==> src/backend_config.svh <==
`ifndef BACKEND_CONFIG_SVH
`define BACKEND_CONFIG_SVH

// width of a result word and of an instruction address
`define DATA_WIDTH 32

// register file destination address
`define REG_ADDR_WIDTH 5

// reorder buffer entries, any power of two
`define ROB_DEPTH 16

// log2 of the depth
`define ROB_TAG_WIDTH 4

// base of the vectored handler table
`define TRAP_VECTOR_BASE 32'h0000_0100

`endif

==> src/backend_pkg.sv <==
`include "backend_config.svh"

package backend_pkg;

    // result and address word
    typedef logic [`DATA_WIDTH-1:0] data_word_t;

    // number of execution units feeding the commit stage
    localparam int unsigned EXU_COUNT = 3;

    // cause codes follow the machine mode encoding
    // EXC_NONE sits on 15, which the retire stage never reports
    typedef enum logic [3:0] {
        EXC_INSTR_MISALIGNED = 4'd0,
        EXC_ILLEGAL_INSTR    = 4'd2,
        EXC_LOAD_MISALIGNED  = 4'd4,
        EXC_STORE_MISALIGNED = 4'd6,
        EXC_ENV_CALL         = 4'd11,
        EXC_NONE             = 4'd15
    } exc_cause_t;

    // also the slot index inside the commit stage
    typedef enum logic [1:0] {
        UNIT_ITU = 2'd0,  // integer unit
        UNIT_LSU = 2'd1,  // load/store unit
        UNIT_CSR = 2'd2   // csr unit
    } exu_unit_t;

    typedef enum logic {
        RETIRE_RUN   = 1'b0,  // normal in-order writeback
        RETIRE_FLUSH = 1'b1   // one cycle pipeline flush after a trap
    } retire_state_t;

endpackage : backend_pkg

==> src/backend_if.sv <==
`timescale 1ns/1ps
`include "backend_config.svh"

// commit stage to reorder buffer, one result per cycle
interface rob_write_if import backend_pkg::*; ();

    logic                      write;
    logic [`ROB_TAG_WIDTH-1:0] tag;
    data_word_t                result;
    logic                      exception;
    exc_cause_t                cause;

    modport master (output write, tag, result, exception, cause);
    modport slave  (input  write, tag, result, exception, cause);

endinterface : rob_write_if

// reorder buffer head to retire stage
interface rob_head_if import backend_pkg::*; ();

    logic                       valid;      // head allocated and done
    logic [`REG_ADDR_WIDTH-1:0] dest;
    data_word_t                 result;
    data_word_t                 pc;
    logic                       exception;
    exc_cause_t                 cause;
    logic                       read;       // pops the head with valid

    modport master (output valid, dest, result, pc, exception, cause, input read);
    modport slave  (input  valid, dest, result, pc, exception, cause, output read);

endinterface : rob_head_if

==> src/commit_stage.sv <==
`timescale 1ns/1ps
`include "backend_config.svh"

module commit_stage import backend_pkg::*; (
    input  logic                      clk_i,
    input  logic                      rst_n_i,
    input  logic                      flush_i,

    input  logic                      itu_valid_i,
    input  logic [`ROB_TAG_WIDTH-1:0] itu_tag_i,
    input  data_word_t                itu_result_i,
    input  logic                      itu_exception_i,
    input  exc_cause_t                itu_cause_i,
    output logic                      itu_ready_o,

    input  logic                      lsu_valid_i,
    input  logic [`ROB_TAG_WIDTH-1:0] lsu_tag_i,
    input  data_word_t                lsu_result_i,
    input  logic                      lsu_exception_i,
    input  exc_cause_t                lsu_cause_i,
    output logic                      lsu_ready_o,

    input  logic                      csr_valid_i,
    input  logic [`ROB_TAG_WIDTH-1:0] csr_tag_i,
    input  data_word_t                csr_result_i,
    input  logic                      csr_exception_i,
    input  exc_cause_t                csr_cause_i,
    output logic                      csr_ready_o,

    rob_write_if.master               rob_wr
);

    logic [EXU_COUNT-1:0]      in_valid;
    logic [`ROB_TAG_WIDTH-1:0] in_tag       [EXU_COUNT];
    data_word_t                in_result    [EXU_COUNT];
    logic [EXU_COUNT-1:0]      in_exception;
    exc_cause_t                in_cause     [EXU_COUNT];

    logic [EXU_COUNT-1:0]      slot_valid;
    logic [`ROB_TAG_WIDTH-1:0] slot_tag     [EXU_COUNT];
    data_word_t                slot_result  [EXU_COUNT];
    logic [EXU_COUNT-1:0]      slot_exception;
    exc_cause_t                slot_cause   [EXU_COUNT];

    exu_unit_t                 sel;
    logic [EXU_COUNT-1:0]      grant;
    logic [EXU_COUNT-1:0]      ready;
    logic [EXU_COUNT-1:0]      accept;

    // gather the unit ports into slot-indexed arrays
    assign in_valid     = {csr_valid_i, lsu_valid_i, itu_valid_i};
    assign in_exception = {csr_exception_i, lsu_exception_i, itu_exception_i};

    assign in_tag[UNIT_ITU]    = itu_tag_i;
    assign in_tag[UNIT_LSU]    = lsu_tag_i;
    assign in_tag[UNIT_CSR]    = csr_tag_i;
    assign in_result[UNIT_ITU] = itu_result_i;
    assign in_result[UNIT_LSU] = lsu_result_i;
    assign in_result[UNIT_CSR] = csr_result_i;
    assign in_cause[UNIT_ITU]  = itu_cause_i;
    assign in_cause[UNIT_LSU]  = lsu_cause_i;
    assign in_cause[UNIT_CSR]  = csr_cause_i;

    always_comb begin
        if (slot_valid[UNIT_ITU]) begin
            sel = UNIT_ITU;
        end else if (slot_valid[UNIT_LSU]) begin
            sel = UNIT_LSU;
        end else begin
            sel = UNIT_CSR;  // also the idle default
        end
        grant      = '0;
        grant[sel] = slot_valid[sel];
    end

    assign ready  = ~slot_valid | grant;  // empty or leaving this cycle
    assign accept = in_valid & ready;

    assign itu_ready_o = ready[UNIT_ITU];
    assign lsu_ready_o = ready[UNIT_LSU];
    assign csr_ready_o = ready[UNIT_CSR];

    assign rob_wr.write     = |slot_valid;
    assign rob_wr.tag       = slot_tag[sel];
    assign rob_wr.result    = slot_result[sel];
    assign rob_wr.exception = slot_exception[sel];
    assign rob_wr.cause     = slot_cause[sel];

    always_ff @(posedge clk_i) begin
        if (!rst_n_i || flush_i) begin
            slot_valid <= '0;  // younger results are dropped on a flush
        end else begin
            for (int u = 0; u < EXU_COUNT; u++) begin
                if (accept[u]) begin
                    slot_valid[u] <= 1'b1;
                end else if (grant[u]) begin
                    slot_valid[u] <= 1'b0;
                end
            end
        end
    end

    always_ff @(posedge clk_i) begin
        for (int u = 0; u < EXU_COUNT; u++) begin
            if (accept[u]) begin
                slot_tag[u]       <= in_tag[u];
                slot_result[u]    <= in_result[u];
                slot_exception[u] <= in_exception[u];
                slot_cause[u]     <= in_cause[u];
            end
        end
    end

    // the issue side hands out each tag once, so pending slots never collide
    a_distinct_slot_tags: assert property (@(posedge clk_i) disable iff (!rst_n_i)
        !(slot_valid[UNIT_ITU] && slot_valid[UNIT_LSU] &&
          slot_tag[UNIT_ITU] == slot_tag[UNIT_LSU]) &&
        !(slot_valid[UNIT_ITU] && slot_valid[UNIT_CSR] &&
          slot_tag[UNIT_ITU] == slot_tag[UNIT_CSR]) &&
        !(slot_valid[UNIT_LSU] && slot_valid[UNIT_CSR] &&
          slot_tag[UNIT_LSU] == slot_tag[UNIT_CSR]));

endmodule : commit_stage

==> src/reorder_buffer.sv <==
`timescale 1ns/1ps
`include "backend_config.svh"

module reorder_buffer import backend_pkg::*; (
    input  logic                       clk_i,
    input  logic                       rst_n_i,
    input  logic                       clear_i,

    input  logic                       alloc_valid_i,
    input  logic [`REG_ADDR_WIDTH-1:0] alloc_dest_i,
    input  data_word_t                 alloc_pc_i,
    output logic                       alloc_ready_o,
    output logic [`ROB_TAG_WIDTH-1:0]  alloc_tag_o,

    rob_write_if.slave                 rob_wr,
    rob_head_if.master                 rob_head
);

    logic [`ROB_DEPTH-1:0]      busy;   // allocated, not yet retired
    logic [`ROB_DEPTH-1:0]      done;   // result written

    logic [`REG_ADDR_WIDTH-1:0] entry_dest      [`ROB_DEPTH];
    data_word_t                 entry_pc        [`ROB_DEPTH];
    data_word_t                 entry_result    [`ROB_DEPTH];
    logic [`ROB_DEPTH-1:0]      entry_exception;
    exc_cause_t                 entry_cause     [`ROB_DEPTH];

    logic [`ROB_TAG_WIDTH-1:0]  head_ptr;
    logic [`ROB_TAG_WIDTH-1:0]  tail_ptr;
    logic [`ROB_TAG_WIDTH:0]    count;    // one extra bit to tell full from empty

    logic                       alloc;
    logic                       pop;

    // no allocation in the flush cycle, it would be cleared at the same edge
    assign alloc_ready_o = (count != `ROB_DEPTH) && !clear_i;
    assign alloc_tag_o   = tail_ptr;

    assign alloc = alloc_valid_i && alloc_ready_o;
    assign pop   = rob_head.valid && rob_head.read;

    assign rob_head.valid     = busy[head_ptr] && done[head_ptr];
    assign rob_head.dest      = entry_dest[head_ptr];
    assign rob_head.result    = entry_result[head_ptr];
    assign rob_head.pc        = entry_pc[head_ptr];
    assign rob_head.exception = entry_exception[head_ptr];
    assign rob_head.cause     = entry_cause[head_ptr];

    always_ff @(posedge clk_i) begin
        if (!rst_n_i || clear_i) begin
            busy     <= '0;
            done     <= '0;
            head_ptr <= '0;
            tail_ptr <= '0;  // restart hands out tag 0 first
            count    <= '0;
        end else begin
            if (alloc) begin
                busy[tail_ptr] <= 1'b1;
                done[tail_ptr] <= 1'b0;
                tail_ptr       <= tail_ptr + 1'b1;  // wraps at depth
            end

            if (rob_wr.write) begin
                done[rob_wr.tag] <= 1'b1;  // completes out of order
            end

            if (pop) begin
                busy[head_ptr] <= 1'b0;
                done[head_ptr] <= 1'b0;
                head_ptr       <= head_ptr + 1'b1;
            end

            case ({alloc, pop})
                2'b10:   count <= count + 1'b1;
                2'b01:   count <= count - 1'b1;
                default: count <= count;
            endcase
        end
    end

    always_ff @(posedge clk_i) begin
        if (alloc) begin
            entry_dest[tail_ptr] <= alloc_dest_i;
            entry_pc[tail_ptr]   <= alloc_pc_i;
        end
        if (rob_wr.write) begin
            entry_result[rob_wr.tag]    <= rob_wr.result;
            entry_exception[rob_wr.tag] <= rob_wr.exception;
            entry_cause[rob_wr.tag]     <= rob_wr.cause;
        end
    end

    // commit stage results only ever target entries the issue side allocated
    a_write_to_busy: assert property (@(posedge clk_i) disable iff (!rst_n_i)
        rob_wr.write |-> busy[rob_wr.tag]);

    // retire pops only what the buffer holds
    a_no_pop_empty: assert property (@(posedge clk_i) disable iff (!rst_n_i)
        pop |-> count != '0);

endmodule : reorder_buffer

==> src/retire_stage.sv <==
`timescale 1ns/1ps
`include "backend_config.svh"

module retire_stage import backend_pkg::*; (
    input  logic                       clk_i,
    input  logic                       rst_n_i,

    rob_head_if.slave                  rob_head,

    output logic                       writeback_o,
    output logic [`REG_ADDR_WIDTH-1:0] reg_dest_o,
    output data_word_t                 result_o,

    output logic                       trap_o,
    output exc_cause_t                 trap_cause_o,
    output data_word_t                 trap_epc_o,
    output data_word_t                 handler_pc_o,

    output logic                       flush_o
);

    retire_state_t state;
    logic          take_trap;
    data_word_t    handler_pc;

    assign writeback_o = (state == RETIRE_RUN) && rob_head.valid && !rob_head.exception;
    assign take_trap   = (state == RETIRE_RUN) && rob_head.valid && rob_head.exception;

    assign rob_head.read = writeback_o;  // the excepting head is cleared and never popped
    assign reg_dest_o    = rob_head.dest;
    assign result_o      = rob_head.result;

    assign flush_o = (state == RETIRE_FLUSH);

    // vectored mode with one word per cause
    assign handler_pc = data_word_t'(`TRAP_VECTOR_BASE) + data_word_t'({rob_head.cause, 2'b00});

    always_ff @(posedge clk_i) begin
        if (!rst_n_i) begin
            state  <= RETIRE_RUN;
            trap_o <= 1'b0;
        end else begin
            case (state)
                RETIRE_RUN: begin
                    if (take_trap) begin
                        state <= RETIRE_FLUSH;
                    end
                end
                RETIRE_FLUSH: begin
                    state <= RETIRE_RUN;  // single flush cycle
                end
                default: begin
                    state <= RETIRE_RUN;
                end
            endcase
            trap_o <= take_trap;  // lines up with the flush cycle
        end
    end

    // trap record that holds until the next trap
    always_ff @(posedge clk_i) begin
        if (!rst_n_i) begin
            trap_cause_o <= EXC_NONE;
            trap_epc_o   <= '0;
            handler_pc_o <= '0;
        end else if (take_trap) begin
            trap_cause_o <= rob_head.cause;
            trap_epc_o   <= rob_head.pc;
            handler_pc_o <= handler_pc;
        end
    end

    // younger entries never reach writeback once the flush is done
    a_rob_empty_after_flush: assert property (@(posedge clk_i) disable iff (!rst_n_i)
        flush_o |=> !rob_head.valid);

endmodule : retire_stage

==> src/back_end.sv <==
`timescale 1ns/1ps
`include "backend_config.svh"

module back_end import backend_pkg::*; (
    input  logic                       clk_i,
    input  logic                       rst_n_i,

    input  logic                       issue_valid_i,
    input  logic [`REG_ADDR_WIDTH-1:0] issue_dest_i,
    input  data_word_t                 issue_pc_i,
    output logic                       issue_ready_o,
    output logic [`ROB_TAG_WIDTH-1:0]  issue_tag_o,

    input  logic                       itu_valid_i,
    input  logic [`ROB_TAG_WIDTH-1:0]  itu_tag_i,
    input  data_word_t                 itu_result_i,
    input  logic                       itu_exception_i,
    input  exc_cause_t                 itu_cause_i,
    output logic                       itu_ready_o,

    input  logic                       lsu_valid_i,
    input  logic [`ROB_TAG_WIDTH-1:0]  lsu_tag_i,
    input  data_word_t                 lsu_result_i,
    input  logic                       lsu_exception_i,
    input  exc_cause_t                 lsu_cause_i,
    output logic                       lsu_ready_o,

    input  logic                       csr_valid_i,
    input  logic [`ROB_TAG_WIDTH-1:0]  csr_tag_i,
    input  data_word_t                 csr_result_i,
    input  logic                       csr_exception_i,
    input  exc_cause_t                 csr_cause_i,
    output logic                       csr_ready_o,

    output logic                       writeback_o,
    output logic [`REG_ADDR_WIDTH-1:0] reg_destination_o,
    output data_word_t                 writeback_result_o,

    output logic                       trap_o,
    output exc_cause_t                 trap_cause_o,
    output data_word_t                 trap_epc_o,
    output data_word_t                 handler_pc_o,
    output logic                       flush_pipeline_o
);

    logic flush_pipeline;  // clears the ROB and the commit slots

    rob_write_if rob_wr ();
    rob_head_if  rob_head ();

    commit_stage commit (
        .clk_i           ( clk_i           ),
        .rst_n_i         ( rst_n_i         ),
        .flush_i         ( flush_pipeline  ),
        .itu_valid_i     ( itu_valid_i     ),
        .itu_tag_i       ( itu_tag_i       ),
        .itu_result_i    ( itu_result_i    ),
        .itu_exception_i ( itu_exception_i ),
        .itu_cause_i     ( itu_cause_i     ),
        .itu_ready_o     ( itu_ready_o     ),
        .lsu_valid_i     ( lsu_valid_i     ),
        .lsu_tag_i       ( lsu_tag_i       ),
        .lsu_result_i    ( lsu_result_i    ),
        .lsu_exception_i ( lsu_exception_i ),
        .lsu_cause_i     ( lsu_cause_i     ),
        .lsu_ready_o     ( lsu_ready_o     ),
        .csr_valid_i     ( csr_valid_i     ),
        .csr_tag_i       ( csr_tag_i       ),
        .csr_result_i    ( csr_result_i    ),
        .csr_exception_i ( csr_exception_i ),
        .csr_cause_i     ( csr_cause_i     ),
        .csr_ready_o     ( csr_ready_o     ),
        .rob_wr          ( rob_wr          )
    );

    reorder_buffer rob (
        .clk_i         ( clk_i          ),
        .rst_n_i       ( rst_n_i        ),
        .clear_i       ( flush_pipeline ),
        .alloc_valid_i ( issue_valid_i  ),
        .alloc_dest_i  ( issue_dest_i   ),
        .alloc_pc_i    ( issue_pc_i     ),
        .alloc_ready_o ( issue_ready_o  ),
        .alloc_tag_o   ( issue_tag_o    ),
        .rob_wr        ( rob_wr         ),
        .rob_head      ( rob_head       )
    );

    retire_stage retire (
        .clk_i        ( clk_i              ),
        .rst_n_i      ( rst_n_i            ),
        .rob_head     ( rob_head           ),
        .writeback_o  ( writeback_o        ),
        .reg_dest_o   ( reg_destination_o  ),
        .result_o     ( writeback_result_o ),
        .trap_o       ( trap_o             ),
        .trap_cause_o ( trap_cause_o       ),
        .trap_epc_o   ( trap_epc_o         ),
        .handler_pc_o ( handler_pc_o       ),
        .flush_o      ( flush_pipeline     )
    );

    assign flush_pipeline_o = flush_pipeline;

endmodule : back_end

==> config.mk <==
export PLATFORM = sky130hd
export DESIGN_NAME = back_end
export DESIGN_NICKNAME = d
export VERILOG_FILES = /design/src/backend_pkg.sv /design/src/backend_if.sv /design/src/commit_stage.sv /design/src/reorder_buffer.sv /design/src/retire_stage.sv /design/src/back_end.sv
export VERILOG_INCLUDE_DIRS = /design/src
export SDC_FILE = /design/constraint.sdc
export NUM_CORES = 1
export LEC_CHECK = 0
export ABC_AREA = 1
export BUFFER_PORTS_ARGS = -buffer_cell sky130_fd_sc_hd__buf_2
export CORE_ASPECT_RATIO = 0.75
export CORE_MARGIN = 8
export CORE_UTILIZATION = 38
export CTS_BUF_LIST = sky130_fd_sc_hd__clkbuf_16
export CTS_CLUSTER_SIZE = 8
export DETAILED_ROUTE_END_ITERATION = 8
export SKIP_LAST_GASP = 1
export SYNTH_ARGS = -nofsm -noshare
export SYNTH_HDL_FRONTEND = slang
export SYNTH_SLANG_ARGS = --single-unit
export TNS_END_PERCENT = 5
==> constraint.sdc <==
create_clock -name clk_i -period 10 [get_ports clk_i]
set_input_delay 2 -clock clk_i [delete_from_list [all_inputs] [get_ports clk_i]]
set_output_delay 2 -clock clk_i [all_outputs]
set_load 0.005 [all_outputs]
Word level (Yosys, flattened, before mapping)
Memories as Yosys holds them, arrays and structs flattened. A register that Yosys moved wholly into a read port is not among the register bits. Cells that the tools add are included.

Register bits: 105. Bits in writable memories: 1288. Input port bits: 166. Output and inout bits: 116. Memories: 7.

Add/subtract/negate cells: 5. Order comparisons: 8. Equality and inequality tests: 3. Mux-type cells: 54. Bitwise gates (word level): 12. Reductions and logical operators: 21.

Memories: rob.entry_pc (words 16, width 32, rd ports 1, clocked after Yosys merged registers in 1, wr ports 1, line reorder_buffer.sv:23) `` data_word_t entry_pc [`ROB_DEPTH]; ``; rob.entry_result (words 16, width 32, rd ports 1, clocked after Yosys merged registers in 1, wr ports 1, line reorder_buffer.sv:24) `` data_word_t entry_result [`ROB_DEPTH]; ``; commit.slot_result (words 3, width 32, rd ports 1, clocked after Yosys merged registers in 0, wr ports 3, line commit_stage.sv:41) `data_word_t slot_result [EXU_COUNT];`; rob.entry_dest (words 16, width 5, rd ports 1, clocked after Yosys merged registers in 1, wr ports 1, line reorder_buffer.sv:22) `` logic [`REG_ADDR_WIDTH-1:0] entry_dest [`ROB_DEPTH]; ``; rob.entry_cause (words 16, width 4, rd ports 1, clocked after Yosys merged registers in 1, wr ports 1, line reorder_buffer.sv:26) `` exc_cause_t entry_cause [`ROB_DEPTH]; ``; commit.slot_cause (words 3, width 4, rd ports 1, clocked after Yosys merged registers in 0, wr ports 3, line commit_stage.sv:43) `exc_cause_t slot_cause [EXU_COUNT];`; 1 more memories.

Operators with widths (number): two-way mux 16 bit (8); AND 16 bit (3); inverter 16 bit (2); OR 16 bit (2); two-way mux 1 bit (26); two-way mux 4 bit (6); bitwise mux 16 bit (1); less-than comparator 4 x 5 -> 1 bit, second input constant (3); binary-select mux 1 bit (select 4 bit) (3); demux 1 bit (select 4 bit) (3); greater-or-equal comparator 4 x 1 -> 1 bit, second input constant (3); logical AND 1 bit (11); adder 9 x 6 -> 10 bit, first input constant (1); case mux 5 bit (2 select lines) (1); adder 4 x 1 -> 4 bit, second input constant (2); nonzero test 2 bit (4); AND 3 bit (2); adder 5 x 1 -> 5 bit, second input constant (1); != test 5 bit, second input constant (1); subtractor 5 x 1 -> 5 bit, second input constant (1); binary-select mux 1 bit (select 2 bit) (2); zero test 1 bit (4); two-way mux 2 bit (2); less-than comparator 2 x 3 -> 1 bit, second input constant (1); 10 further kinds (10).

Longest topological paths before layout
Gate-level depths: netlist of the first run.

Depth in word-level cells: 13. Mapped depth: 23. Gate-level depth less buffers: 20.

Modules after synthesis
A second synthesis of the first run with hierarchy kept.

Cells, all modules: 4156. Area total of the unflattened synthesis: 56520.5 um^2.

Modules (own cells, without submodules): reorder_buffer (instances 1, cells an instance 3578, area each 49717.7 um^2, seq. area each 36535.0 um^2); commit_stage (instances 1, cells an instance 324, area each 4615.7 um^2, seq. area each 3753.6 um^2); retire_stage (instances 1, cells an instance 254, area each 2187.1 um^2, seq. area each 860.8 um^2).

Worst setup path before layout of the first run
No wires, ideal clock.

Path type: input port to flip-flop. Start: input port lsu_valid_i. End: memory commit.slot_cause[1][0] (netlist bit) (enable). Arrival: 4.050 ns. Required time: 9.547 ns. Path slack: 5.497 ns. Stages on the path: 2. Cell sequence: inv_1 a21oi_1.

RTL lines: start, declared (line back_end.sv:21) `input logic lsu_valid_i,`; end, declared (line commit_stage.sv:43).

==> results of run 1 <==
-- state kept, by name (all words and copies together) (netlist names), named ones only --
| name | cells |
|---|---|
| commit.slot_tag | 12 |
| retire.trap_epc_o | 32 |
| rob.entry_pc | 512 |
| rob.count | 5 |
| rob.entry_dest | 80 |
| retire.flush_o | 1 |
| rob.alloc_tag_o | 4 |
| commit.slot_exception | 3 |
| commit.slot_valid | 3 |
| commit.slot_result | 96 |
| rob.done | 16 |
| rob.entry_cause | 64 |
| retire.trap_o | 1 |
| retire.handler_pc_o | 5 |
| commit.slot_cause | 12 |
| rob.head_ptr | 4 |
| retire.trap_cause_o | 4 |
| rob.entry_result | 512 |
| rob.busy | 16 |
| rob.entry_exception | 16 |
-- cells in the mapped netlist (11+ instances only) --
master,number,share of area (%)
o21ai_0,579,5.3
nor2_1,746,5.1
buf_1,17,0.12
inv_1,146,1.0
a21oi_1,64,0.58
buf_4,35,0.48
o211ai_1,32,0.44
buf_2,32,0.29
o21bai_1,16,0.22
nand4_1,71,0.81
clkbuf_1,221,1.5
edfxtp_1,1307,71
o221ai_1,118,1.9
dfxtp_1,95,3.5
nand3_1,131,1.2
o22ai_1,158,1.8
ha_1,11,0.25
nand2_1,542,3.7
-- worst max-delay path, cell delays in order (launching register included) --
cell      delay [ns]
dfxtp_4         0.32
buf_4           0.40
inv_4           0.74
buf_4           0.88
o21ai_0         0.22
o221ai_1        0.24
o211ai_1        0.13
nand2_1         0.23
buf_2           0.16
-- routing by layer --
metal	global-route usage, %	vias to the layer above	wire [um]
met5	0	-	21
met4	6.24	4	4080
met3	3.79	236	12600
met2	28.5	1537	69800
met1	26.0	17809	66100
li1	-	16265	-
-- through the flow --
stage	power, uW	instance area (um2)	hold WS [ns]
floorplan	7030	55100	0.439
global placement	7290	58100	0.438
detailed placement	7300	58100	0.448
CTS	13100	63600	0.461
global route	13400	63600	0.483
finish	13000	63600	0.457
-- worst paths after layout --
kind,endpoint,slack (ns),cells past startpoint
min,retire.trap_cause_o[2]$_SDFFE_PN1P_,0.46,2
min reg2reg,retire.trap_cause_o[2]$_SDFFE_PN1P_,0.46,2
max reg2reg,rob.count[4]$_SDFFE_PP0P_,5.32,19
max,writeback_result_o[26],3.78,8
-- logic make-up (layout without fill, tap and decap cells) --
group                    Yosys count  count (layout)  synth area share [%]
AND/OR/NAND/NOR                 1501            1501                  11.0
XOR/XNOR                           8               8                 0.127
adder cells (fa/ha/maj)           11              11                 0.250
flip-flops                      1402            1402                  74.8
AO/OA/AOI/OAI                    979             979                  10.3
other                              2              39                0.0136
buffers and inverters            466             758                  3.59
-- power breakdown --
group	internal, uW	leakage (uW)	switching, uW
Combinational	109	0.00673	410
Sequential	6630	0.0127	35.6
Clock	3440	0.00294	2410
-- area by class of cell --
| class | count | area, um2 | area share, % |
|---|---|---|---|
| timing repair buffer | 316 | 1750 | 2.75 |
| antenna | 11 | 27.5 | 0.0433 |
| inverter | 154 | 598 | 0.941 |
| multi-input combinational | 2527 | 12200 | 19.2 |
| tap | 1906 | 2380 | 3.75 |
| sequential | 1402 | 41200 | 64.8 |
| clock inverter | 95 | 626 | 0.984 |
| clock buffer | 193 | 4830 | 7.60 |
==> impl_metrics.json, run 1 <==
{
  "outcome": "complete, no violations",
  "cts_buffers": 193,
  "cts_buffer_depth": 3,
  "finalSetupViolations": 0,
  "layout-drive-gt1-share_pct": 12.6,
  "setup_ws_ns": 3.78,
  "gp_congestion": 0.796,
  "utilization_pct": 44.0,
  "post_drt_wl_per_cell_um": 23.1,
  "grt_overflow": 0,
  "cts_max_level": 4,
  "postSynthCellCount": 4369,
  "tightest_slew_ns": 1.14,
  "hp-start": "retire.trap_cause_o[2]$_SDFFE_PN1P_",
  "vias_per_cell": 5.43,
  "max_freq_ghz": 0.161,
  "clk_pin_slew_worst_paths_ns": 0.05,
  "cp_data_required_time_ns": 8.00,
  "drt_iter0_drc": 3961,
  "min_period_ns": 6.22,
  "place_ws_ns": 4.56,
  "hold_buffers": 0,
  "final_cell_mix": "1307 x edfxtp_1, 728 x nor2_1, 579 x o21ai_0",
  "drtPass1Iterations": 8,
  "hpwl_mm": 77.5,
  "ant_nets": 0,
  "num_vias": 35851,
  "clk_latency_ns": 0.79,
  "timing.rr.start": "rob.head_ptr[0]$_SDFFE_PP0N_",
  "maxCapViolations": 0,
  "antenna_found_initial": 18,
  "post_cts_buffers": 0,
  "dp_cells": 6305,
  "rsz0062_at_grt": "no",
  "grt_use_total_pct": 18.5,
  "final_net_count": 4771,
  "power_density_nw_per_um2": 205,
  "min_period_over_period_pct": 62.2,
  "seq_area_frac_synth_pct": 74.8,
  "ir_drop_uv": 140,
  "grt_pass1_wl_mm": 223,
  "syn_avg_cell_area_um2": 12.6,
  "finalClockSkew_ns": 0.0603,
  "crit_arrival_ns": 4.22,
  "cp_max_fo": 92,
  "io_pins": 282,
  "hp-class": "reg -> reg",
  "core.rowCount": 121,
  "initial_utilization_pct": 38.1,
  "mostFrequentLayoutCell": "edfxtp_1",
  "cts.sinks": 1402,
  "worstSetupStartpointType": "register",
  "dieArea_um2": 157000,
  "core_um2": 144000,
  "fp.dieW_um": 455,
  "hold_viol": 0,
  "grt_max_degree": 193,
  "synth_warnings": 0,
  "slew-limit-headroom_pct": 23.5,
  "cts_tree": "yes",
  "finalNonFillerCells": 6604,
  "port_buffers": 253,
  "synth.distinct_cells": 38,
  "setup.worst_path.end_class": "output port",
  "async_flop_share_pct": 0,
  "drc_errors": 0,
  "dieHeight_um": 346,
  "ys_ff_latch": 1402,
  "wl_mm": 153,
  "grt_pass1_vias": 34035,
  "clockRootBuffer": "clkbuf_16",
  "p_leak_uw": 0.0224,
  "synth_flop_cell": "edfxtp_1",
  "synth_area_um2": 55000,
  "cts_resized": 0,
  "area_delta_synth_final_pct": 15.5,
  "slew_viol_final": 0,
  "n_fill_cell": 13053,
  "tns_ns": 0,
  "worstSetupPathType": "reg -> out",
  "synth_edf_count": 1307
}
No activity file was read; power rests on OpenSTA's default activity.
==> inputs of run 2 (changes only) <==
==> constraint.sdc (replaced) <==
create_clock -name clk_i -period 5.7 [get_ports clk_i]
set_input_delay 1.14 -clock clk_i [delete_from_list [all_inputs] [get_ports clk_i]]
set_output_delay 1.14 -clock clk_i [all_outputs]
set_load 0.005 [all_outputs]
==> run 2 against run 1 <==
  * Wire length rose by 1.3%
  * Count of clock-buffer cells in the layout rose by 2
  * Combinational power rose by 77%
  * Die area did not move
  * Worst hold slack got worse by 0.0072 ns
  * Largest cell class unchanged
  * Highest routed layer unchanged
==> impl_metrics.json, run 2 (same netlist as run 1, synthesis figures left out) <==
{
  "post_cts_buffers": 0,
  "intPower_uw": 17900,
  "clockRootBuffer": "clkbuf_16",
  "drtPass1Iterations": 5,
  "drt_iter0_drc": 3789,
  "grt_pass1_vias": 34189,
  "area_delta_synth_final_pct": 15.7,
  "ant_nets": 0,
  "hold_depth": 2,
  "clk_pin_slew_worst_paths_ns": 0.05,
  "num_vias": 35949,
  "clk_latency_ns": 0.79,
  "clockPowerShare_pct": 44.9,
  "grt_overflow": 0,
  "tightest_slew_ns": 1.36,
  "final_net_count": 4781,
  "utilization_pct": 44.1,
  "core.rowCount": 121,
  "critPathMaxStageDelay_ns": 0.96,
  "port_buffers": 253,
  "mostFrequentLayoutCell": "edfxtp_1",
  "worstSetupStartpointType": "register",
  "multi_input_area_um2": 12200,
  "antenna_found_initial": 24,
  "cpMaxStageDelayCell": "dfxtp_4",
  "n_fill_cell": 13098,
  "max_freq_ghz": 0.208,
  "post_drt_wl_per_cell_um": 23.3,
  "p_comb_share_pct": 4.0,
  "min_period_over_period_pct": 84.3,
  "cts_max_level": 4,
  "hold_buffers": 0,
  "cp_max_fo": 143,
  "cts.sinks": 1402,
  "hpwl_mm": 86.5,
  "wl_mm": 155,
  "power_density_nw_per_um2": 360,
  "switching_share_pct": 21.8,
  "finalSetupViolations": 0,
  "core_um2": 144000,
  "gp_congestion": 0.804,
  "cts_buffer_depth": 3,
  "ir_drop_uv": 249,
  "final_cell_mix": "1307 x edfxtp_1, 728 x nor2_1, 579 x o21ai_0",
  "fp.dieW_um": 455,
  "setup.worst_path.end_class": "output port",
  "dieArea_um2": 157000,
  "cts_buffers": 193,
  "hold_viol": 0,
  "dieHeight_um": 346,
  "outcome": "complete, no violations",
  "grt_max_degree": 183,
  "hp-class": "reg -> reg",
  "drc_errors": 0,
  "slew_viol_final": 0,
  "path_cells": "inv_8 > buf_4 > o21ai_0 > o221ai_1 > o211ai_1 > nand2_1 > buf_2",
  "worstSetupPathType": "reg -> out",
  "p_leak_uw": 0.0225,
  "crit_arrival_ns": 3.67,
  "io_pins": 282,
  "grt_use_total_pct": 18.7,
  "cts_tree": "yes",
  "vias_per_cell": 5.42,
  "top_regs": "rob.entry_pc: 512 flops, rob.entry_result: 512 flops, commit.slot_result: 96 flops",
  "rsz0062_at_grt": "no",
  "cp_data_required_time_ns": 4.56,
  "maxCapViolations": 0,
  "finalClockSkew_ns": 0.0512,
  "r2r_cells": 20,
  "min_period_ns": 4.81,
  "p_sw_uw": 5000,
  "initial_utilization_pct": 38.1,
  "slew-limit-headroom_pct": 9.09,
  "seq_area_um2": 41200,
  "cts_resized": 0,
  "layout-drive-gt1-share_pct": 12.7,
  "grt_pass1_wl_mm": 226,
  "power_frac_seq_pct": 51.1,
  "tns_ns": 0
}
==> run 2: cell count changes in the layout (fill, tap and decap cells not counted) <==
cell | previous run | this run
inv_1 | 204 | 220
buf_4 | 62 | 70
buf_12 | 1 | 3
clkbuf_16 | 193 | 195
clkinv_16 | 6 | 4
clkinv_2 | 2 | 0
clkinv_8 | 4 | 2
inv_6 | 2 | 4
clkinv_1 | 1 | 2
diode_2 | 11 | 10
inv_16 | 3 | 2
==> run 2: per-stage QoR <==
stage / std cells / total power, uW / area [um2] / hold WS, ns / worst slack [ns]
after detailed placement: 6315 / 12800 / 58200 / 0.440 / 1.69
after floorplan: 4395 / 12300 / 55100 / 0.439 / 2.06
after global routing: 6625 / 23600 / 63700 / 0.469 / 0.679
after CTS: 6617 / 23100 / 63700 / 0.453 / 0.875
after global placement: 6315 / 12800 / 58200 / 0.437 / 1.67
final: 6627 / 22900 / 63700 / 0.450 / 0.893
==> run 2: layout make-up <==
| type | instances | area share [%] |
|---|---|---|
| Sequential cell | 1402 | 64.6 |
| Multi-Input combinational cell | 2527 | 19.1 |
| Clock inverter | 107 | 0.917 |
| Tap cell | 1906 | 3.74 |
| Inverter | 154 | 0.939 |
| Timing Repair Buffer | 326 | 2.91 |
| Clock buffer | 195 | 7.66 |
| Antenna cell | 10 | 0.0393 |
==> run 2: layer usage <==
layer	routed length, um	up-vias	track usage, %
li1	-	16291	-
met1	67900	17879	27.2
met2	70000	1526	28.4
met3	12900	251	3.61
met4	3740	2	5.82
met5	13	-	0
==> run 2: path summary, 6_finish.rpt <==
check / to / start / slack [ns]
hold reg to reg: retire.trap_cause_o[1]$_SDFFE_PN1P_ / retire.trap_cause_o[1]$_SDFFE_PN1P_ / 0.45
hold / removal: retire.trap_cause_o[1]$_SDFFE_PN1P_ / retire.trap_cause_o[1]$_SDFFE_PN1P_ / 0.45
setup / recovery: writeback_result_o[15] / register / 0.89
setup reg to reg: rob.count[4]$_SDFFE_PP0P_ / rob.head_ptr[0]$_SDFFE_PP0N_ / 1.66
==> run 2: worst max-delay path: cells and delay by family (launching register included) <==
| family | cells | cell delay, ns |
|---|---|---|
| buffers and inverters | 3 | 1.10 |
| DFF | 1 | 0.96 |
| AOI/OAI and AO/OA | 3 | 0.60 |
| and+or+nand+nor | 1 | 0.08 |
==> run 2: power by group through the flow <==
stage	Sequential (uW)	Clock, uW	Combinational (uW)
6_report	11700	10300	919
5_1_grt	11700	10900	999
4_1_cts	11700	10400	916
3_5_place_dp	11900	0	914
3_3_place_gp	11900	0	901
2_1_floorplan	11900	0	453
